`src/win_config.svh`:
```
`ifndef WIN_CONFIG_SVH
`define WIN_CONFIG_SVH

// Image geometry, fixed at build time.
`define IMG_COLS 20
`define IMG_ROWS 16

// Square window side.
`define WIN 13

// Grey-scale sample width.
`define PIX_W 8

`endif
```
`src/img_pkg.sv`:
```
`include "win_config.svh"

package img_pkg;

  // One grey-scale sample.
  typedef logic [`PIX_W-1:0] pix_t;

  // One window column.
  // Element [WIN-1] is the top row and the oldest, element [0] the newest row.
  typedef pix_t [`WIN-1:0] col_t;

  // Raw window sum, wide enough for 169 full-scale pixels.
  typedef logic [15:0] sum_t;

  // Row and column position.
  typedef logic [9:0] cnt_t;

endpackage

```
`src/line_buffer.sv`:
```
`timescale 1ns/100ps
`include "win_config.svh"

module line_buffer
  import img_pkg::*;
(
  input  logic clk,
  input  logic rst_n,
  input  pix_t pix_i,
  input  logic pix_valid_i,
  output col_t col_o,
  output logic col_valid_o
);

  localparam int NLINES = `WIN - 1;
  localparam int PTR_W  = $clog2(`IMG_COLS);

  pix_t             line_mem [NLINES][`IMG_COLS];
  logic [PTR_W-1:0] col_ptr;
  col_t             col_next;

  // The new pixel sits at the bottom, each delay line adds one row above it.
  always_comb begin
    col_next[0] = pix_i;
    for (int k = 1; k < `WIN; k++) begin
      col_next[k] = line_mem[k-1][col_ptr];
    end
  end

  // Each line hands its old entry down the chain as it takes a new one.
  always_ff @(posedge clk) begin
    if (pix_valid_i) begin
      for (int k = 0; k < NLINES; k++) begin
        line_mem[k][col_ptr] <= col_next[k];
      end
      col_o <= col_next;
    end
  end

  // --------------------
  // Shared column pointer
  // --------------------
  always_ff @(posedge clk) begin
    if (!rst_n) begin
      col_ptr     <= '0;
      col_valid_o <= 1'b0;
    end else begin
      col_valid_o <= pix_valid_i;
      if (pix_valid_i) begin
        if (col_ptr == PTR_W'(`IMG_COLS - 1)) begin
          col_ptr <= '0;
        end else begin
          col_ptr <= col_ptr + 1'b1;
        end
      end
    end
  end

endmodule

```
`config.mk`:
```
export PLATFORM = sky130hd
export DESIGN_NAME = line_buffer
export DESIGN_NICKNAME = d
export VERILOG_FILES = /design/src/img_pkg.sv /design/src/line_buffer.sv
export VERILOG_INCLUDE_DIRS = /design/src /design/src/src
export SDC_FILE = /design/constraint.sdc
export NUM_CORES = 1
export LEC_CHECK = 0
export ABC_AREA = 1
export BUFFER_PORTS_ARGS = -buffer_cell sky130_fd_sc_hd__buf_4
export CAP_MARGIN = 20
export CORE_MARGIN = 2
export CORE_UTILIZATION = 50
export CTS_CLUSTER_DIAMETER = 80
export DETAILED_ROUTE_END_ITERATION = 8
export PLACE_DENSITY = 0.67
export SLEW_MARGIN = 20
export SYNTH_ARGS = -nofsm -noshare
export SYNTH_HDL_FRONTEND = slang
export SYNTH_SLANG_ARGS = --single-unit
export TNS_END_PERCENT = 20
```
`constraint.sdc`:
```
create_clock -name clk -period 14.7 [get_ports clk]
set_clock_uncertainty 0.05 [all_clocks]
set_input_delay 1.47 -clock clk [delete_from_list [all_inputs] [get_ports clk]]
set_output_delay 1.47 -clock clk [all_outputs]
set_load 0.02 [all_outputs]
```
# After elaboration in Yosys (flattened, before gate mapping)
# Memory sizes are Yosys's and may differ from the RTL's.
# Index checks and enable logic that the tools add are counted.
# word_totals
elab_cells	63
n_memories	1
output_inout_bits	105
ram_bits	1920
reg_bits	110
# mem_list
memory	depth	word_bits	read_ports	rd_ports_with_merged_regs	wr	line_no	rtl
line_mem	12	160	12	0	12	line_buffer.sv:18	pix_t line_mem [NLINES][`IMG_COLS];
# op_classes
mux	41
reduce_logical	1
bitwise	1
n_lt_le_gt_ge	2
eq_ne	1
addsub	1
# op_table
operator	count
$bmux 8 s5	12
$mux 8	25
$mux 160	1
$demux 8 s5	1
$ge 6x6->1 const B	1
$lt 6x1->1 const B	1
$not 5->6	1
$add 5x1->5 const B	1
$eq 5x5->1 const B	1
$mux 5	1
$logic_and 1x1->1	1
$mux 1	1

# Depth between registers and ports, before layout
# logic_depth
ltp_word	6
depth_mapped	13
depth_no_buf	9

# Worst setup path before layout
# Ideal clock, no wire load.
# synth_timing
path_type	input to register
startpoint	input port pix_valid_i
endpoint	memory line_mem[0][10] (netlist bit) (enable)
setup_slack_ns	8.179
t_required_ns	14.098
setup_time_ns	0.552
t_arrival_ns	5.920
path_buffers	1
stages	3
path_cell_list	clkbuf_1 -> nand2_1 -> nor2_1
# synth_lines
element	line_no	rtl
start, declared	line_buffer.sv:10	input logic pix_valid_i,
end, declared	line_buffer.sv:18	

==> impl_metrics.tcl <==
set metrics [dict create \
    yosysTopAreaCell "edfxtp_1" \
    synth.most_common_cell "nand2_1" \
    numClockSinks 2030 \
    fmax_mhz 195 \
    irDropWorstVdd_v 0.000127 \
    wl_met2_microns 102000 \
    setup_tns_ps 0 \
    clk_pin_slew_worst_paths_ps 60 \
    start_util 0.504 \
    cap_violations 0 \
    synth_fa_ha_area_frac 0.000741 \
    antenna_found_initial 1 \
    gr-total-overflow 0 \
    path_cells "buf_12 -> buf_4 -> buf_4 -> nand2_1 -> nand3_1 -> nand2_1 -> nand2_1 -> nand2_1 -> nor2_1 -> nand2_1" \
    internal_power_mw 9.79 \
    yosysWarnings 0 \
    tightest_slew_ps 1160 \
    syn_inst 7936 \
    power_frac_seq 0.525 \
    dr.pass1.iters 5 \
    ctsLongestPathBuffers 3 \
    synthTopCellsByCount "nand2_1 (3,463), edfxtp_1 (2,024), inv_1 (1,054)" \
    period_share 0.349 \
    clk_latency_ps 820 \
    cts-root-buf "clkbuf_16" \
    synth_xor_area_frac 0.000311 \
    syn_area_sq_mm 0.0844 \
    cts_max_level 4 \
    required_ps 15010 \
    synth_compound_area_frac 0.0173 \
    drt_iter0_markers 5516 \
    setup_viol 0 \
    drc 0 \
    slew_violations 0 \
    core_sq_mm 0.167 \
    synth_top_family_by_area "simple AND/OR/NAND/NOR gates" \
    first_global_vias 52357 \
    switchingPower_mw 3.05 \
    synth.area.top_cells "edfxtp_1 (72%), nand2_1 (15%), inv_1 (4.7%)" \
    hpwlAfterDp_microns 97000 \
    wl_met1_microns 85900 \
    routed.top_layer "met4" \
    rsz0062_at_grt "false" \
    layout_min_cycle_time_ps 5130 \
    cts_tree "yes" \
    muxShareOfSynthArea 0 \
    status "finished clean" \
    synth_cell_types 21 \
    slowest_delay_ps 950 \
    grt_start_max_net_pins 243 \
    end_kind "flop" \
    wl_per_cell_microns 20.1 \
    vias 54265 \
    power_density_mw_per_mm2 137 \
    met3_length_microns 14600 \
    pin_count 116 \
    fp.dieH_microns 415 \
    synth_fp_nets 7952 \
    synth-seq-cells 2030 \
    relSlewSlack 0.226 \
    crit_path_max_fanout 184 \
    place.gp.congestion 0.777 \
    ctsResizeCount 0 \
    synth_flop_cell "edfxtp_1" \
    p_leak_nw 39.0 \
    hold_viol_final 0 \
    grt_usage 0.239 \
    die_w_microns 415 \
    layout-drive-gt1-share 0.0620 \
    hold_class "reg2reg" \
    async_flop_share 0 \
    synth_simple_gate_area_frac 0.193 \
    wirelength_microns 208000 \
    io_buffers 115 \
    yosysTopAreaCellShare 0.720 \
    cts_hold_buf 0 \
    diodes 0 \
    vias_per_cell 5.26 \
    rows 150 \
    drtAntennaViolNets 0 \
    switching_share 0.237 \
    clock_power_share 0.390 \
    cpMaxStageDelayCell "dfxtp_4" \
    grt_pass1_wl_microns 314000 \
    synth_edf_count 2024 \
    path_common_cell "nand2_1" \
    cts_buffers 201 \
    cp-start-kind "flop" \
    worst-setup-path-type "reg2reg" \
    dieArea_sq_mm 0.172 \
    synth.avg_cell_area_sq_um 10.6 \
    finalPower_mw 12.8 \
    postCtsSetupBuffers 0 \
    syn_to_final_growth_pct 11.0 \
    worstPathArrival_ps 5440 \
    nets 7973 \
    yosysSeqAreaShare 0.721 \
    comb_power_share 0.085 \
]
sequential cells by signal, summed over array words and instances (netlist names):
register and flops:
col_ptr 5, col_valid_o 1, line_mem 1920, col_o 104
metal layers:
metal	global-route usage	vias to the layer above
met3	0.0321	394
met1	0.322	26245
met4	0.0704	0
met2	0.407	2129
li1	-	25497
met5	0	-
per-stage QoR:
| stage | worst slack, ps | cell area (sq um) | utilization | hold WS [ps] | std cells |
|---|---|---|---|---|---|
| after CTS | 9600 | 93700 | 0.559 | 604 | 10319 |
| after detailed placement | 9190 | 87200 | 0.521 | 589 | 9958 |
| after global placement | 9240 | 87200 | 0.521 | 582 | 9958 |
| after global routing | 9230 | 93700 | 0.559 | 674 | 10319 |
| after floorplan | 8180 | 84400 | - | 510 | 7936 |
| final | 9570 | 93700 | 0.559 | 611 | 10319 |
cell usage in the layout, fill, tap and decap left out, types with 4 or more instances in the layout:
| cell type | count |
|---|---|
| buf_4 | 179 |
| nand2_1 | 3463 |
| nand3_1 | 482 |
| clkbuf_16 | 206 |
| a21oi_1 | 97 |
| clkinv_2 | 42 |
| o21ai_1 | 10 |
| inv_1 | 1053 |
| o21ai_0 | 184 |
| nor2_4 | 20 |
| edfxtp_1 | 2024 |
| buf_12 | 10 |
| clkinv_1 | 52 |
| inv_6 | 4 |
| ha_1 | 5 |
| nor2_1 | 196 |
| clkbuf_1 | 37 |
| bufinv_16 | 16 |
| clkinv_8 | 5 |
| clkbuf_8 | 4 |
| dfxtp_1 | 4 |
final cells by class:
class | count | area [sq um]
flip-flops and latches | 2030 | 60900
clock buffers | 247 | 5350
inverters | 1068 | 4030
well taps | 2204 | 2760
multi-input cells | 4466 | 18000
clock inverters | 114 | 1080
repair buffers | 190 | 1560
fillers | 13771 | 73700
worst max-delay path, delay by kind of cell, from the launching register on:
kind,cells,cell delay (ps)
buffers and inverters,3,2290
AND/OR/NAND/NOR,7,1030
flip-flops,1,950
power groups by stage:
stage	registers (mW)	logic, mW	clock network [mW]
global placement	6.86	1.08	0
CTS	6.74	1.11	5.08
global route	6.75	1.22	5.31
detailed placement	6.86	1.10	0
floorplan	6.88	0.647	0
finish	6.74	1.10	5.01
cells by family (layout without fill, tap and decap cells):
kind of cell,count (synthesis),in the layout
simple gates,4167,4167
flops,2030,2030
buf+inv,1440,1619
compound gates,291,291
fa+ha+maj,5,5
xor+xnor,3,3
path summary, 6_finish.rpt:
path	from	to	slack, ps	cells past startpoint
setup / recovery	col_ptr[0]	col_o[42]	9570	10
hold / removal	col_ptr[3]	col_ptr[3]	610	2
setup reg to reg	col_ptr[0]	col_o[42]	9570	10
hold reg to reg	col_ptr[3]	col_ptr[3]	610	2
(Power assumes the default switching activity.)
