**src/win_config.svh**
```systemverilog
`ifndef WIN_CONFIG_SVH
`define WIN_CONFIG_SVH

// Image geometry, fixed at build time.
`define IMG_COLS 20
`define IMG_ROWS 16

// Square window side.
`define WIN 13

// Grey-scale sample width.
`define PIX_W 8

`endif
```
**src/img_pkg.sv**
```systemverilog
`include "win_config.svh"

package img_pkg;

  // One grey-scale sample.
  typedef logic [`PIX_W-1:0] pix_t;

  // One window column.
  // Element [WIN-1] is the top row and the oldest, element [0] the newest row.
  typedef pix_t [`WIN-1:0] col_t;

  // Raw window sum, wide enough for 169 full-scale pixels.
  typedef logic [15:0] sum_t;

  // Row and column position.
  typedef logic [9:0] cnt_t;

endpackage

```
**src/window_sum.sv**
```systemverilog
`timescale 1ns/100ps
`include "win_config.svh"

module window_sum
  import img_pkg::*;
(
  input  logic            clk,
  input  logic            rst_n,
  input  col_t [`WIN-1:0] win_i,
  input  logic            win_valid_i,
  output sum_t            sum_o,
  output logic            sum_valid_o
);

  sum_t row_next [`WIN];
  sum_t row_sum  [`WIN];
  sum_t total_next;
  logic row_valid;

  // --------------------
  // Stage one
  // --------------------
  // One sum per window row, across all columns.
  always_comb begin
    for (int r = 0; r < `WIN; r++) begin
      row_next[r] = '0;
      for (int c = 0; c < `WIN; c++) begin
        row_next[r] = row_next[r] + sum_t'(win_i[c][r]);
      end
    end
  end

  always_ff @(posedge clk) begin
    if (win_valid_i) begin
      row_sum <= row_next;
    end
  end

  // --------------------
  // Stage two
  // --------------------
  always_comb begin
    total_next = '0;
    for (int r = 0; r < `WIN; r++) begin
      total_next = total_next + row_sum[r];
    end
  end

  always_ff @(posedge clk) begin
    if (row_valid) begin
      sum_o <= total_next;
    end
  end

  // Valid travels with the data.
  always_ff @(posedge clk) begin
    if (!rst_n) begin
      row_valid   <= 1'b0;
      sum_valid_o <= 1'b0;
    end else begin
      row_valid   <= win_valid_i;
      sum_valid_o <= row_valid;
    end
  end

endmodule

```
**config.mk**
```make
export PLATFORM = sky130hd
export DESIGN_NAME = window_sum
export DESIGN_NICKNAME = d
export VERILOG_FILES = /design/src/img_pkg.sv /design/src/window_sum.sv
export VERILOG_INCLUDE_DIRS = /design/src /design/src/src
export SDC_FILE = /design/constraint.sdc
export NUM_CORES = 2
export LEC_CHECK = 0
export ABC_CLOCK_PERIOD_IN_PS = 8770
export BUFFER_PORTS_ARGS = -buffer_cell sky130_fd_sc_hd__buf_2
export CAP_MARGIN = 20
export CORE_AREA = 2 2 538 540
export CTS_CLUSTER_DIAMETER = 200
export DETAILED_ROUTE_END_ITERATION = 10
export DIE_AREA = 0 0 540 542
export PLACE_DENSITY_LB_ADDON = 0.25
export SYNTH_ARGS = -nofsm -noshare
export SYNTH_HDL_FRONTEND = slang
export SYNTH_SLANG_ARGS = --single-unit
```
**constraint.sdc**
```tcl
create_clock -name clk -period 8.77 [get_ports clk]
set_input_delay 2.631 -clock clk [delete_from_list [all_inputs] [get_ports clk]]
set_output_delay 2.631 -clock clk [all_outputs]
set_load 0.1 [all_outputs]
```
Yosys cells after proc, flatten, opt, wreduce, memory -nomap -nowiden
Index checks and enable logic that the tools add are counted.
{"block": "totals", "regBits": 226, "in_bits": 1355, "wordCells": 184}
{"block": "classes", "n_addsub": 168}
{"cell": "$add A16 B8 Y16", "count": 52}
{"cell": "$add A15 B8 Y16", "count": 13}
{"cell": "$add A14 B8 Y15", "count": 13}
{"cell": "$add A16 B16 Y16", "count": 12}
{"cell": "$add A13 B8 Y14", "count": 13}
{"cell": "$add A12 B8 Y13", "count": 13}
{"cell": "$add A11 B8 Y12", "count": 13}
{"cell": "$add A10 B8 Y11", "count": 13}
{"cell": "$add A9 B8 Y10", "count": 13}
{"cell": "$add A8 B8 Y9", "count": 13}

Longest topological paths before layout
{"block": "depth", "ltp_word": 12, "ltp_mapped": 19, "depth_no_buf": 19}

Worst setup path before layout
Ideal clock, no wire load.
{"block": "synth_timing", "kind": "input-to-reg", "startpoint": "in win_i[634] in the netlist's numbering", "endpoint": "reg row_sum[186] in the netlist's numbering, data pin", "t_arrival_ns": 6.806, "t_required_ns": 8.512, "setup_slack_ns": 1.706, "stages": 16, "path_buffers": 0, "path_cell_list": "fa_1 inv_1 fa_1 inv_1 fa_1 fa_1 inv_1 fa_1 inv_1 ha_1 fa_1 a21o_1 a211oi_1 nor2b_1 o41a_1 xor2_1"}
{"item": "start, declared", "line": "window_sum.sv:9", "text": "input col_t [`WIN-1:0] win_i,"}
{"item": "end signal, assigned", "line": "window_sum.sv:35", "text": "row_sum <= row_next;"}
{"item": "end, declared", "line": "window_sum.sv:16", "text": "sum_t row_sum [`WIN];"}

==> results.json <==
{
  "cts_buffers": 17,
  "die_y_um": 542,
  "min_path_type": "reg -> reg",
  "fp.coreArea_sq_um": 287000,
  "netlist_area_sq_um": 42200,
  "grt_pass1_wl_um": 287000,
  "fp.dieW_um": 540,
  "drv_slew": 0,
  "dr.first_iter.drc_count": 1017,
  "synthToLayoutAreaGrowth_pct": 29.4,
  "drive_gt1_share_pct": 27.3,
  "ios": 1372,
  "root_buffer": "clkbuf_16",
  "clock_skew_ns": 0.0119,
  "maxSlewHeadroom_pct": 40.0,
  "final_antenna_net_count": 0,
  "dr.pass1.iters": 5,
  "postCtsResizedCells": 0,
  "post-place-ws_ns": 1.29,
  "ys.flop_type": "edfxtp_1",
  "yosysMostFrequentCell": "inv_1",
  "vias_per_cell": 3.29,
  "cts_buffer_depth": 2,
  "async_flop_share_pct": 0,
  "yosys-top-cells-count": "inv_1, fa_1, ha_1, edfxtp_1, xnor2_1",
  "rsz0062_at_grt": "false",
  "synthCells": 3783,
  "yosys_register_bits": 174,
  "cts.sinks": 174,
  "synth_cell_types": 47,
  "grt_pass1_vias": 35292,
  "num_rows": 197,
  "cts_setup_buffers": 0,
  "synth_area_leaders": "fa_1, inv_1, edfxtp_1, ha_1, xnor2_1",
  "synth_top_area_cell": "fa_1",
  "worst-path-max-fanout": 2,
  "gp_congestion": 0.948,
  "antenna_found_initial": 196,
  "finalWorstSetupSlack_ns": 1.87,
  "maxCapViolations": 0,
  "setup_viol": 0,
  "fmax_mhz": 145,
  "critPathKind": "in -> reg",
  "synth_top_area_share_pct": 58.6,
  "fp.dieArea_sq_um": 293000,
  "routed_wl_um": 209000,
  "syn_nets": 6614,
  "grt_overflow_total": 0,
  "clock_latency_ns": 0.53,
  "grt_max_degree": 83,
  "synth_edf_count": 172,
  "grt_usage_pct": 14.5,
  "syn_avg_cell_area_sq_um": 11.1,
  "tns_ns": 0,
  "cts_tree": "built",
  "cts-htree-levels": 4,
  "critical_path_required_ns": 9.05,
  "status": "completed",
  "ctsHoldBuffers": 0,
  "worst_slew_pin_slew_ns": 0.899,
  "nNetsFinal": 8005,
  "worst_ep_arrival_time_ns": 7.19,
  "finalCriticalPeriod_ns": 6.90,
  "critPathCaptureType": "register",
  "min_period_over_period_pct": 78.7,
  "hold_violations": 0,
  "yosysSeqAreaShare_pct": 12.3,
  "routed-via-count": 29657,
  "post_drt_wl_per_cell_um": 23.2,
  "drcViolationCount": 0,
  "start_util_pct": 14.7,
  "ys_warn_count": 0,
  "cp-start-kind": "primary input",
  "dp_hpwl_um": 203000,
  "clk_pin_slew_worst_paths_ns": 0.08,
  "portBuffers": 1371
}
[sequential cells by signal (all words and copies together) (netlist names)]
name / cells
row_sum: 156
row_valid: 1
sum_o: 16
sum_valid_o: 1
[worst max-delay path, stage by stage]
cell      delay [ns]
buf_2           0.13
fa_1            0.54
inv_1           0.05
fa_1            0.49
inv_1           0.05
fa_1            0.51
fa_1            0.53
inv_1           0.06
fa_1            0.48
inv_1           0.05
ha_1            0.21
fa_1            0.47
a21o_1          0.19
a211oi_1        0.29
o21ai_1         0.16
o31ai_2         0.24
xnor2_1         0.09
[per-stage QoR]
stage / instance area [sq um] / hold WS, ns / utilization [%] / std cells
2_1_floorplan: 42200 / 0.636 / - / 3783
3_3_place_gp: 53800 / 0.762 / 18.7 / 8936
3_5_place_dp: 53800 / 0.748 / 18.7 / 8936
4_1_cts: 54400 / 0.793 / 19.0 / 8968
5_1_grt: 54500 / 0.837 / 19.0 / 8994
6_report: 54600 / 0.788 / 19.0 / 9025
[cell type report]
type	count	area, sq um
fill	32098	232000
multi-input combinational	1885	30500
timing repair buffer	1374	6910
inverter	1722	6460
sequential	174	5200
tap	3781	4730
clock buffer	20	437
clock inverter	12	200
antenna	57	143
[routing by layer]
metal / global-route usage, % / part of all wire (%)
met3: 3.64 / 6.4
met5: 0 / 0.24
met2: 25.3 / 49
met4: 3.27 / 2.6
met1: 17.7 / 42
[layout by cell type (no fill, tap or decap), types with 2 or more instances in the layout]
cell | synthesis | routed
fa_1 | 1234 | 1234
a21o_1 | 33 | 33
nor2_1 | 20 | 20
xor2_1 | 27 | 27
buf_2 | 0 | 1370
o211ai_1 | 6 | 6
dfxtp_1 | 2 | 2
clkbuf_1 | 1 | 3
o31ai_2 | 8 | 8
nor4_1 | 9 | 9
nand2_1 | 13 | 13
inv_1 | 1722 | 1722
clkinv_4 | 0 | 2
nand3_1 | 3 | 3
nor3_1 | 6 | 6
a31oi_1 | 3 | 3
nor2b_1 | 5 | 5
clkbuf_16 | 0 | 17
a21oi_1 | 59 | 59
bufinv_16 | 0 | 4
xnor2_1 | 72 | 72
buf_4 | 0 | 2
ha_1 | 242 | 242
o21bai_1 | 13 | 13
and2_1 | 2 | 2
nand2b_1 | 14 | 14
diode_2 | 0 | 57
a211oi_1 | 12 | 12
a21oi_2 | 2 | 2
o21a_1 | 8 | 8
o21ai_0 | 62 | 62
edfxtp_1 | 172 | 172
inv_6 | 0 | 4
a21boi_0 | 7 | 7
o21ai_1 | 7 | 7
[logic make-up (layout without fill, tap and decap cells)]
| family | count (synthesis) | in the layout | synth area share (%) |
|---|---|---|---|
| flip-flops | 174 | 174 | 12.3 |
| AND/OR/NAND/NOR | 78 | 78 | 0.950 |
| AO/OA/AOI/OAI | 231 | 231 | 3.51 |
| adder cells (fa/ha/maj) | 1476 | 1476 | 65.8 |
| XOR/XNOR | 99 | 99 | 2.06 |
| multiplexers | 1 | 1 | 0.0237 |
| other | 0 | 57 | 0 |
| buffers and inverters | 1724 | 3128 | 15.3 |
[path summary, 6_finish.rpt]
path | from | endpoint | slack (ns) | cells past startpoint
worst max-delay path | win_i[706] | row_sum[42]$_DFFE_PP_ | 1.87 | 17
worst min-delay path | row_sum[192]$_DFFE_PP_ | sum_o[0]$_DFFE_PP_ | 0.79 | 2
worst max register to register | row_sum[178]$_DFFE_PP_ | sum_o[14]$_DFFE_PP_ | 3.43 | 16
worst min register to register | row_sum[192]$_DFFE_PP_ | sum_o[0]$_DFFE_PP_ | 0.79 | 2
Power is left out: the tool's default activity adds up to more than one toggle a clock period on the data nets, which glitch-free logic cannot reach.
