$ cat src/win_config.svh
`ifndef WIN_CONFIG_SVH
`define WIN_CONFIG_SVH

// Image geometry, fixed at build time.
`define IMG_COLS 20
`define IMG_ROWS 16

// Square window side.
`define WIN 13

// Grey-scale sample width.
`define PIX_W 8

`endif
$ cat src/reg_pkg.sv
package reg_pkg;

  // --------------------
  // Register map
  // --------------------
  localparam logic [31:0] ADDR_CTRL   = 32'h0;
  localparam logic [31:0] ADDR_STATUS = 32'h4;
  localparam logic [31:0] ADDR_COUNT  = 32'h8;
  localparam logic [31:0] ADDR_LAST   = 32'hC;

  localparam logic [1:0] RESP_OKAY = 2'b00;

  // --------------------
  // Control word
  // --------------------
  typedef struct packed {
    logic [29:0] rsvd;
    logic        clear;   // Write 1 to zero position and output count.
    logic        enable;  // Pixel acceptance.
  } ctrl_fields_t;

  // Stored and read back as a raw word, decoded through the fields.
  typedef union packed {
    logic [31:0]  raw;
    ctrl_fields_t f;
  } ctrl_word_u;

endpackage

$ cat src/img_pkg.sv
`include "win_config.svh"

package img_pkg;

  // One grey-scale sample.
  typedef logic [`PIX_W-1:0] pix_t;

  // One window column.
  // Element [WIN-1] is the top row and the oldest, element [0] the newest row.
  typedef pix_t [`WIN-1:0] col_t;

  // Raw window sum, wide enough for 169 full-scale pixels.
  typedef logic [15:0] sum_t;

  // Row and column position.
  typedef logic [9:0] cnt_t;

endpackage

$ cat src/ctrl_regs.sv
`timescale 1ns/100ps

module ctrl_regs
  import img_pkg::*;
  import reg_pkg::*;
(
  input  logic        clk,
  input  logic        rst_n,
  input  logic [31:0] awaddr_i,
  input  logic        awvalid_i,
  output logic        awready_o,
  input  logic [31:0] wdata_i,
  input  logic        wvalid_i,
  output logic        wready_o,
  output logic [1:0]  bresp_o,
  output logic        bvalid_o,
  input  logic        bready_i,
  input  logic [31:0] araddr_i,
  input  logic        arvalid_i,
  output logic        arready_o,
  output logic [31:0] rdata_o,
  output logic [1:0]  rresp_o,
  output logic        rvalid_o,
  input  logic        rready_i,
  input  logic        pix_valid_i,
  output logic        pix_en_o,
  output logic        clr_o,
  input  logic        frame_end_i,
  input  sum_t        sum_i,
  input  logic        sum_valid_i
);

  ctrl_word_u  ctrl;
  ctrl_word_u  wr_word;
  logic        frame_done;
  logic [31:0] out_count;
  sum_t        last_sum;
  logic        aw_go;
  logic        wr_en;
  logic        rd_en;
  logic [31:0] rd_mux;

  assign wr_word.raw = wdata_i;
  assign aw_go       = awvalid_i && wvalid_i && !awready_o && !bvalid_o;
  assign wr_en       = awready_o && awvalid_i && wready_o && wvalid_i;
  assign rd_en       = arready_o && arvalid_i;

  assign pix_en_o = ctrl.f.enable && pix_valid_i;
  assign bresp_o  = RESP_OKAY;
  assign rresp_o  = RESP_OKAY;

  // --------------------
  // Write channels
  // --------------------
  always_ff @(posedge clk) begin
    if (!rst_n) begin
      awready_o <= 1'b0;
      wready_o  <= 1'b0;
      bvalid_o  <= 1'b0;
    end else begin
      awready_o <= aw_go;  // Single-cycle pulse once both valids are up.
      wready_o  <= aw_go;
      if (wr_en) begin
        bvalid_o <= 1'b1;
      end else if (bready_i) begin
        bvalid_o <= 1'b0;
      end
    end
  end

  always_ff @(posedge clk) begin
    if (!rst_n) begin
      ctrl.raw <= '0;
      clr_o    <= 1'b0;
    end else begin
      clr_o <= 1'b0;
      if (wr_en && (awaddr_i == ADDR_CTRL)) begin
        ctrl.raw <= wr_word.raw;
        clr_o    <= wr_word.f.clear;
      end
    end
  end

  // --------------------
  // Status and counters
  // --------------------
  always_ff @(posedge clk) begin
    if (!rst_n) begin
      frame_done <= 1'b0;
      out_count  <= '0;
      last_sum   <= '0;
    end else begin
      if (frame_end_i) begin
        frame_done <= 1'b1;
      end else if (rd_en && (araddr_i == ADDR_STATUS)) begin
        frame_done <= 1'b0;  // Clear on read.
      end
      if (clr_o) begin
        out_count <= '0;
      end else if (sum_valid_i) begin
        out_count <= out_count + 1'b1;
      end
      if (sum_valid_i) begin
        last_sum <= sum_i;
      end
    end
  end

  // --------------------
  // Read channels
  // --------------------
  always_comb begin
    case (araddr_i)
      ADDR_CTRL:   rd_mux = ctrl.raw;
      ADDR_STATUS: rd_mux = {31'b0, frame_done};
      ADDR_COUNT:  rd_mux = out_count;
      ADDR_LAST:   rd_mux = 32'(last_sum);
      default:     rd_mux = '0;
    endcase
  end

  always_ff @(posedge clk) begin
    if (!rst_n) begin
      arready_o <= 1'b0;
      rvalid_o  <= 1'b0;
    end else begin
      arready_o <= arvalid_i && !arready_o && !rvalid_o;
      if (rd_en) begin
        rvalid_o <= 1'b1;
      end else if (rready_i) begin
        rvalid_o <= 1'b0;
      end
    end
  end

  always_ff @(posedge clk) begin
    if (rd_en) begin
      rdata_o <= rd_mux;
    end
  end

endmodule

$ cat config.mk
export PLATFORM = sky130hd
export DESIGN_NAME = ctrl_regs
export DESIGN_NICKNAME = d
export VERILOG_FILES = /design/src/reg_pkg.sv /design/src/img_pkg.sv /design/src/ctrl_regs.sv
export VERILOG_INCLUDE_DIRS = /design/src /design/src/src
export SDC_FILE = /design/constraint.sdc
export NUM_CORES = 1
export LEC_CHECK = 0
export BUFFER_PORTS_ARGS = -buffer_cell sky130_fd_sc_hd__buf_2
export CORE_MARGIN = 2
export CORE_UTILIZATION = 56
export DETAILED_ROUTE_END_ITERATION = 16
export HOLD_SLACK_MARGIN = 0.1
export PLACE_DENSITY = 0.86
export SYNTH_ARGS = -nofsm -noshare
export SYNTH_HDL_FRONTEND = slang
export SYNTH_SLANG_ARGS = --single-unit
$ cat constraint.sdc
create_clock -name clk -period 5.93 [get_ports clk]
set_input_delay 0.593 -clock clk [delete_from_list [all_inputs] [get_ports clk]]
set_output_delay 0.593 -clock clk [all_outputs]
set_load 0.005 [all_outputs]
Word level (Yosys, flattened, before mapping)
Cells that the tools add are included.
{"block": "classes", "n_addsub": 1, "n_mul": 0, "n_div": 0, "magnitude_cmp": 0, "eq_ne": 3, "shift": 0, "muxes": 7, "bitwise": 1, "reduce_logical": 23}
{"operator": "case mux 32 bit (4 select lines)", "count": 1}
{"operator": "equality test 32 x 4 -> 1 bit (second input constant)", "count": 2}
{"operator": "zero test 32 bit", "count": 2}
{"operator": "adder 32 x 1 -> 32 bit (second input constant)", "count": 1}
{"operator": "equality test 32 x 3 -> 1 bit (second input constant)", "count": 1}
{"operator": "logical AND 1 bit", "count": 12}
{"operator": "2-to-1 mux 1 bit", "count": 6}
{"operator": "nonzero test 2 bit", "count": 3}
{"operator": "zero test 1 bit", "count": 4}
{"operator": "AND reduction 2 bit", "count": 1}
{"operator": "OR reduction 2 bit", "count": 1}
{"operator": "inverter 1 bit", "count": 1}
{"block": "totals", "reg_bits": 118, "latch_bits": 0, "mem_bits_rw": 0, "mem_bits_ro": 0, "in_bits": 122, "word_cells": 45, "mem_count": 0}

Depth between registers and ports, before layout
Gate-level depths: netlist of run 1.
{"block": "depth", "word_depth": 5, "depth_mapped": 6}

Least setup slack after synthesis of run 1
Ideal clock, no wire load.
{"block": "synth_timing", "kind": "input port to flip-flop", "from": "in awaddr_i[19]", "to": "reg ctrl[2] (netlist name)", "arrival_time_ps": 2100, "required_ps": 5798, "setup_slack_ps": 3698, "path_stages": 6, "n_path_buf": 2, "path_cell_list": "or4_1 -> or3_1 -> clkbuf_1 -> clkbuf_1 -> o31ai_1 -> a21oi_1"}
{"block": "synth_between", "elab_chain_len": 2}
{"element": "start, declared", "line": "ctrl_regs.sv:9", "rtl": "input logic [31:0] awaddr_i,"}
{"element": "zero test 32 bit", "line": "ctrl_regs.sv:77", "rtl": "if (wr_en && (awaddr_i == ADDR_CTRL)) begin"}
{"element": "logical AND 1 bit", "line": "ctrl_regs.sv:77"}
{"element": "end, declared", "line": "ctrl_regs.sv:33", "rtl": "ctrl_word_u ctrl;"}
Every way passes these cells.
A chain may end at the register's enable or synchronous reset.

Worst setup path in the final report of run 1
{"block": "layout_timing", "from": "reg out_count[1]", "to": "reg out_count[28]"}
{"block": "layout_between", "elab_chain_len": 1}
{"element": "start, declared", "line": "ctrl_regs.sv:36", "rtl": "logic [31:0] out_count;"}
{"element": "start signal, assigned", "line": "ctrl_regs.sv:101", "rtl": "out_count <= out_count + 1'b1;"}
{"element": "adder 32 x 1 -> 32 bit", "line": "ctrl_regs.sv:101"}
Every way passes these cells.

==> results of run 1 <==
==> layer usage <==
metal | share of wire [%] | vias to the layer above | GRT usage [%]
met5 | 0 | - | 0
met4 | 1.4 | 0 | 8.50
met3 | 8.6 | 19 | 7.73
met2 | 51 | 289 | 49.9
met1 | 39 | 2412 | 37.4
li1 | - | 2414 | -
==> cells in the mapped netlist (2+ instances only) <==
cell type and n:
a21oi_1 47, a22oi_1 15, and2_1 4, and3_1 2
and4_1 3, buf_1 4, buf_4 5, clkbuf_1 44
dfxtp_1 86, edfxtp_1 32, inv_1 5, mux2_2 12
mux2i_1 37, nand2_1 23, nand2b_1 6, nand3_1 12
nand4_1 39, nor2_1 53, nor3_1 21, nor4_1 23
nor4b_1 2, o21ai_0 5, o31ai_1 43, or2_2 4
or3_1 2, or4_1 14, or4_4 2, xnor2_1 9
xor2_1 4
==> worst max-delay path, cell delays in order, from the launching register on <==
cell and delay [ns]:
dfxtp_1 0.45, ha_1 0.27, nand4_2 0.24, or4_4 0.61
or4_1 0.53, a21oi_1 0.16
==> power groups by stage <==
stage                     Sequential (mW)  Clock [mW]  Combinational (mW)
final                               0.845       0.967               0.107
after floorplan                     0.859           0              0.0525
after global placement              0.860           0               0.102
after global routing                0.845        1.01               0.116
after CTS                           0.845       0.970               0.106
after detailed placement            0.861           0               0.105
==> final timing paths <==
check | from | endpoint | slack (ns) | cells past startpoint
max | out_count[1]$_SDFFE_PP0P_ | out_count[28]$_SDFFE_PP0P_ | 3.58 | 5
min | sum_i[0] | last_sum[0]$_SDFFE_PN0P_ | 0.31 | 3
max reg2reg | out_count[1]$_SDFFE_PP0P_ | out_count[28]$_SDFFE_PP0P_ | 3.58 | 5
min reg2reg | arready_o$_SDFF_PN0_ | arready_o$_SDFF_PN0_ | 0.46 | 1
==> logic make-up after synthesis <==
logic type                 Yosys count
DFF                                118
xor gates and xnor gates            13
buffers and inverters               61
AOI/OAI and AO/OA                  114
other                                1
and+or+nand+nor                    214
adders and majority gates            1
muxes                               50
==> flip-flops by register name, summed over array words and instances, names as in the netlist <==
name	cells
ctrl	32
out_count	32
rdata_o	32
last_sum	16
arready_o	1
bvalid_o	1
clr_o	1
frame_done	1
rvalid_o	1
wready_o	1
==> placed cells by master, fill, tap and decap left out, types with 4 or more instances in the layout <==
cell and count:
a21oi_1 47, a22oi_1 15, and2_1 4, buf_2 160
buf_4 4, clkbuf_1 4, clkbuf_16 16, clkinv_2 5
conb_1 4, dfxtp_1 86, edfxtp_1 32, inv_1 5
mux2_2 12, mux2i_1 37, nand2_1 23, nand2b_1 6
nand3_1 12, nand4_1 39, nor2_1 53, nor3_1 20
nor4_1 23, o21ai_0 5, o31ai_1 43, or2_2 4
or4_1 14, xnor2_1 9, xor2_1 4
==> metrics by stage <==
stage          area, um2  cells  util (%)
3_5_place_dp        6280    817      65.1
2_1_floorplan       5510    575         -
4_1_cts             6830    849      70.9
5_1_grt             6830    849      70.9
6_report            6830    849      70.9
3_3_place_gp        6280    817      65.1
==> final cells by class <==
cell class	instances	area [um2]	area share, %
Timing Repair Buffer	164	831	12.2
Clock inverter	9	101	1.48
Sequential cell	118	2680	39.3
Multi-Input combinational cell	396	2570	37.7
Inverter	6	22.5	0.330
Clock buffer	23	457	6.68
Tap cell	133	166	2.44
==> impl_metrics.tcl, run 1 <==
set metrics [dict create \
    status "completed" \
    via_per_inst 6.05 \
    cts_tree "yes" \
    postCtsHoldBufs 0 \
    switching_power_mw 0.415 \
    synth-async-reset-ratio_pct 0 \
    crit_fanout 7 \
    chipWidth_um 103 \
    ys.flop_type "dfxtp_1" \
    timing.final.hold_violations 0 \
    synth_top_area_share_pct 31.3 \
    antenna_found_initial 0 \
    p_leak_nw 2.65 \
    fmax_ghz 0.426 \
    die_y_um 103 \
    grt.total_usage_pct 29.5 \
    grt_setup_unrepaired "no" \
    critPathCaptureType "register" \
    dp_slack_ns 3.15 \
    worstPathArrival_ns 2.78 \
    period_minus_slack_ns 2.35 \
    worst_slew_pin_slew_ns 1.16 \
    dp_hpwl_um 10600 \
    coreArea_um2 9640 \
    worstSetupPathType "reg -> reg" \
    synthSimpleGateAreaFrac_pct 21.3 \
    p_sw_share_pct 21.6 \
    p_per_area_nw_per_um2 281 \
    setup_violations 0 \
    syn_to_final_growth_pct 24.3 \
    ys_seq_area_share_pct 48.8 \
    cts_made_buffers 17 \
    min_period_over_period_pct 39.6 \
    synth-compound-area-share_pct 13.3 \
    routed_wl_um 15300 \
    seq_power_share_pct 44.0 \
    worstHoldPathType "in -> reg" \
    cts_sinks 118 \
    netlist_area_um2 5500 \
    antennaDiodeCount 0 \
    fin_tns_setup_ns 0 \
    synth_top_family_by_area "simple AND/OR/NAND/NOR gates" \
    p_total_mw 1.92 \
    drv_cap 0 \
    clk_pin_slew_ns 0.06 \
    ys_seq_elements 118 \
    critPathLaunchType "register" \
    yosysUniqueCellTypes 43 \
    clockRootBuffer "clkbuf_8" \
    finalClockSkew_ns 0.00695 \
    relSlewSlack_pct 22.6 \
    yosysTopAreaCell "dfxtp_1" \
    synth-adder-area-share_pct 0.228 \
    avgSynthCellArea_um2 9.61 \
    hold_ws_ns 0.312 \
    grt_pass1_vias 4912 \
    htreeDepth 4 \
    drv_slew 0 \
    n_fill_cell 725 \
    grt_max_degree 41 \
    firstDrtPassIters 5 \
    row_count 36 \
    overflow 0 \
    die_area_um2 10600 \
    post_cts_buffers 0 \
    fin_nets 826 \
    num_vias 5134 \
    drtIter0Drc 272 \
    drcViolationCount 0 \
    ant_nets 0 \
    ios 165 \
    port_buffers 160 \
    yosysWarningCount 0 \
    synth_edf_count 32 \
    clock_latency_ns 0.53 \
    cts_resized 0 \
    p_comb_share_pct 5.6 \
    drive_above_1_share_pct 29.9 \
    worst_ep_required_time_ns 6.36 \
    start_util_pct 57.0 \
    grt_pass1_wl_um 23800 \
    synthXorXnorAreaFrac_pct 2.07 \
    p_clk_share_pct 50.4 \
    syn_inst 572 \
    wl_per_cell_um 18.1 \
    synth_mux_area_share_pct 9.61 \
    cts.path.max_buffers 2 \
    peakVddDrop_mv 0.172 \
    gp_congestion 0.923 \
    p_int_mw 1.50 \
    ys_top_cells_by_area "dfxtp_1 31%, edfxtp_1 17%, mux2i_1 6.7%, o31ai_1 5.9%, nand4_1 4.4%" \
    worst_slack_ns 3.58 \
]
Power figures use the tool's default switching activity.
==> run 2, diff against run 1 <==
--- a/config.mk
+++ b/config.mk
@@ -8,10 +8,10 @@
 export LEC_CHECK = 0
 export BUFFER_PORTS_ARGS = -buffer_cell sky130_fd_sc_hd__buf_2
 export CORE_MARGIN = 2
-export CORE_UTILIZATION = 56
+export CORE_UTILIZATION = 52
 export DETAILED_ROUTE_END_ITERATION = 16
 export HOLD_SLACK_MARGIN = 0.1
-export PLACE_DENSITY = 0.86
+export PLACE_DENSITY = 0.81
 export SYNTH_ARGS = -nofsm -noshare
 export SYNTH_HDL_FRONTEND = slang
 export SYNTH_SLANG_ARGS = --single-unit
==> constraint.sdc (replaced) <==
create_clock -name clk -period 2.3 [get_ports clk]
set_input_delay 0.23 -clock clk [delete_from_list [all_inputs] [get_ports clk]]
set_output_delay 0.23 -clock clk [all_outputs]
set_load 0.005 [all_outputs]
==> run 2 against run 1 <==
Clock skew grew 0.0062 ns; first-iteration DRC count grew 100%; clock power grew 140%; worst setup slack lost 3.4 ns; cell area grew 9.6%; sequential share of layout area shrank 3.4 points; flip-flop and latch count is the same; core utilization grew 2.0 points; non-clock buffer count grew 73; total power grew to 2.5 times the previous value; critical path depth shrank 1; critical path type unchanged.
==> impl_metrics.tcl, run 2 (synthesis gave the netlist of run 1 again) <==
set metrics [dict create \
    grt_max_degree 35 \
    cts_resized 0 \
    mostFrequentLayoutCell "buf_2" \
    htreeDepth 4 \
    chipWidth_um 107 \
    clk_pin_slew_ns 0.06 \
    clock_latency_ns 0.53 \
    syn_to_final_growth_pct 36.3 \
    wl_per_cell_um 19.1 \
    die_area_um2 11400 \
    reg.largest.list "ctrl: 32 flops, out_count: 32 flops, rdata_o: 32 flops" \
    port_buffers 160 \
    drcViolationCount 0 \
    slowest_delay_ns 0.70 \
    dp_hpwl_um 10900 \
    cts.path.max_buffers 2 \
    setup.worst_path.start "out_count[10]$_SDFFE_PP0P_" \
    worstSetupPathType "reg -> reg" \
    setup_violations 0 \
    ant_nets 0 \
    clockRootBuffer "clkbuf_8" \
    layout_common_cells "160 x buf_2, 86 x dfxtp_1, 58 x dlygate4sd3_1" \
    cts_tree "yes" \
    finalClockSkew_ns 0.0131 \
    period_minus_slack_ns 2.15 \
    worstPathArrival_ns 2.58 \
    critPathBufInv 0 \
    relSlewSlack_pct 53.4 \
    overflow 0 \
    drtIter0Drc 552 \
    n_fill_cell 700 \
    grt_setup_unrepaired "no" \
    p_per_area_nw_per_um2 651 \
    crit_fanout 21 \
    routed_wl_um 17700 \
    ios 165 \
    crit_chain "nand4_4, or4_4, or4_1, a21oi_1" \
    drive_above_1_share_pct 29.0 \
    antenna_found_initial 0 \
    postCtsHoldBufs 58 \
    r2r_cells 4 \
    crit_end "out_count[21]$_SDFFE_PP0P_" \
    firstDrtPassIters 6 \
    post_cts_buffers 0 \
    status "completed" \
    coreArea_um2 10300 \
    final_util_pct 72.9 \
    worst_ep_required_time_ns 2.74 \
    row_count 37 \
    fin_tns_setup_ns 0 \
    critPathCaptureType "register" \
    critPathSlowestCell "or4_4" \
    grt.total_usage_pct 31.0 \
    cts_sinks 118 \
    p_leak_nw 2.94 \
    die_y_um 107 \
    peakVddDrop_mv 0.470 \
    worstHoldPathType "in -> reg" \
    fin_nets 899 \
    grt_pass1_vias 5355 \
    num_vias 5623 \
    r2r_end "out_count[21]$_SDFFE_PP0P_" \
    cts_made_buffers 17 \
    start_util_pct 53.5 \
    timing.final.hold_violations 0 \
    critPathLaunchType "register" \
    via_per_inst 6.08 \
    crit_family "simple AND/OR/NAND/NOR gates" \
    drv_cap 0 \
    gp_congestion 0.891 \
    rrSetupSlack_ns 0.15 \
    grt_pass1_wl_um 27000 \
    r2r_start "out_count[10]$_SDFFE_PP0P_" \
    antennaDiodeCount 0 \
    crit_cells 4 \
    drv_slew 0 \
    fmax_ghz 0.466 \
    min_period_over_period_pct 93.3 \
    p_total_mw 4.88 \
    worst_slew_pin_slew_ns 0.697 \
]
run 2: changes by cell type in the layout (fill, tap and decap cells not counted), sizes merged:
cell / delta
dlygate4sd3: +58
bufinv: -2
buf: +15
clkinv: +2
run 2: how the worst min path moves through the flow:
stage | startpoint | end | slack [ns] | cells past startpoint
floorplan | wdata_i[1] | clr_o$_SDFF_PN0_ | 0.35 | 2
global route | awaddr_i[20] | clr_o$_SDFF_PN0_ | 0.16 | 4
global placement | arready_o$_SDFF_PN0_ | arready_o$_SDFF_PN0_ | 0.43 | 1
detailed placement | arready_o$_SDFF_PN0_ | arready_o$_SDFF_PN0_ | 0.44 | 1
CTS | awaddr_i[19] | clr_o$_SDFF_PN0_ | 0.12 | 4
finish | awaddr_i[25] | clr_o$_SDFF_PN0_ | 0.15 | 4
run 2: routing by layer:
layer | share of wire [%] | up-vias | global-route usage (%)
met5 | 0 | - | 0
met4 | 3.5 | 0 | 13.5
met3 | 9.0 | 55 | 6.99
met2 | 51 | 360 | 55.5
met1 | 36 | 2635 | 35.5
li1 | - | 2573 | -
run 2: final cells by class:
| type | instances | area (um2) | area share, % |
|---|---|---|---|
| clock buffer | 23 | 468 | 6.25 |
| clock inverter | 9 | 51.3 | 0.685 |
| inverter | 6 | 22.5 | 0.301 |
| multi-input combinational | 396 | 2570 | 34.4 |
| sequential | 118 | 2680 | 35.8 |
| tap | 136 | 170 | 2.27 |
| timing repair buffer | 237 | 1520 | 20.3 |
run 2: worst min-delay path, cell delays in order:
cell and delay [ns]:
buf_2 0.07, or4_1 0.14, or3_1 0.12, nor4_1 0.05
run 2: report_power, final:
group	switching [mW]	total, mW	internal (mW)	leakage (nW)
Sequential	0.0229	2.18	2.16	1.05
Combinational	0.173	0.377	0.204	1.64
Clock	0.917	2.32	1.40	0.260
run 2: through the flow:
stage / setup WS (ns) / hold slack (ns) / area [um2] / instances
floorplan: 0.336 / 0.349 / 5510 / 575
global placement: 0.332 / 0.428 / 6390 / 835
detailed placement: 0.258 / 0.439 / 6390 / 835
CTS: 0.234 / 0.115 / 7490 / 925
global route: 0.0785 / 0.163 / 7490 / 925
finish: 0.155 / 0.149 / 7490 / 925
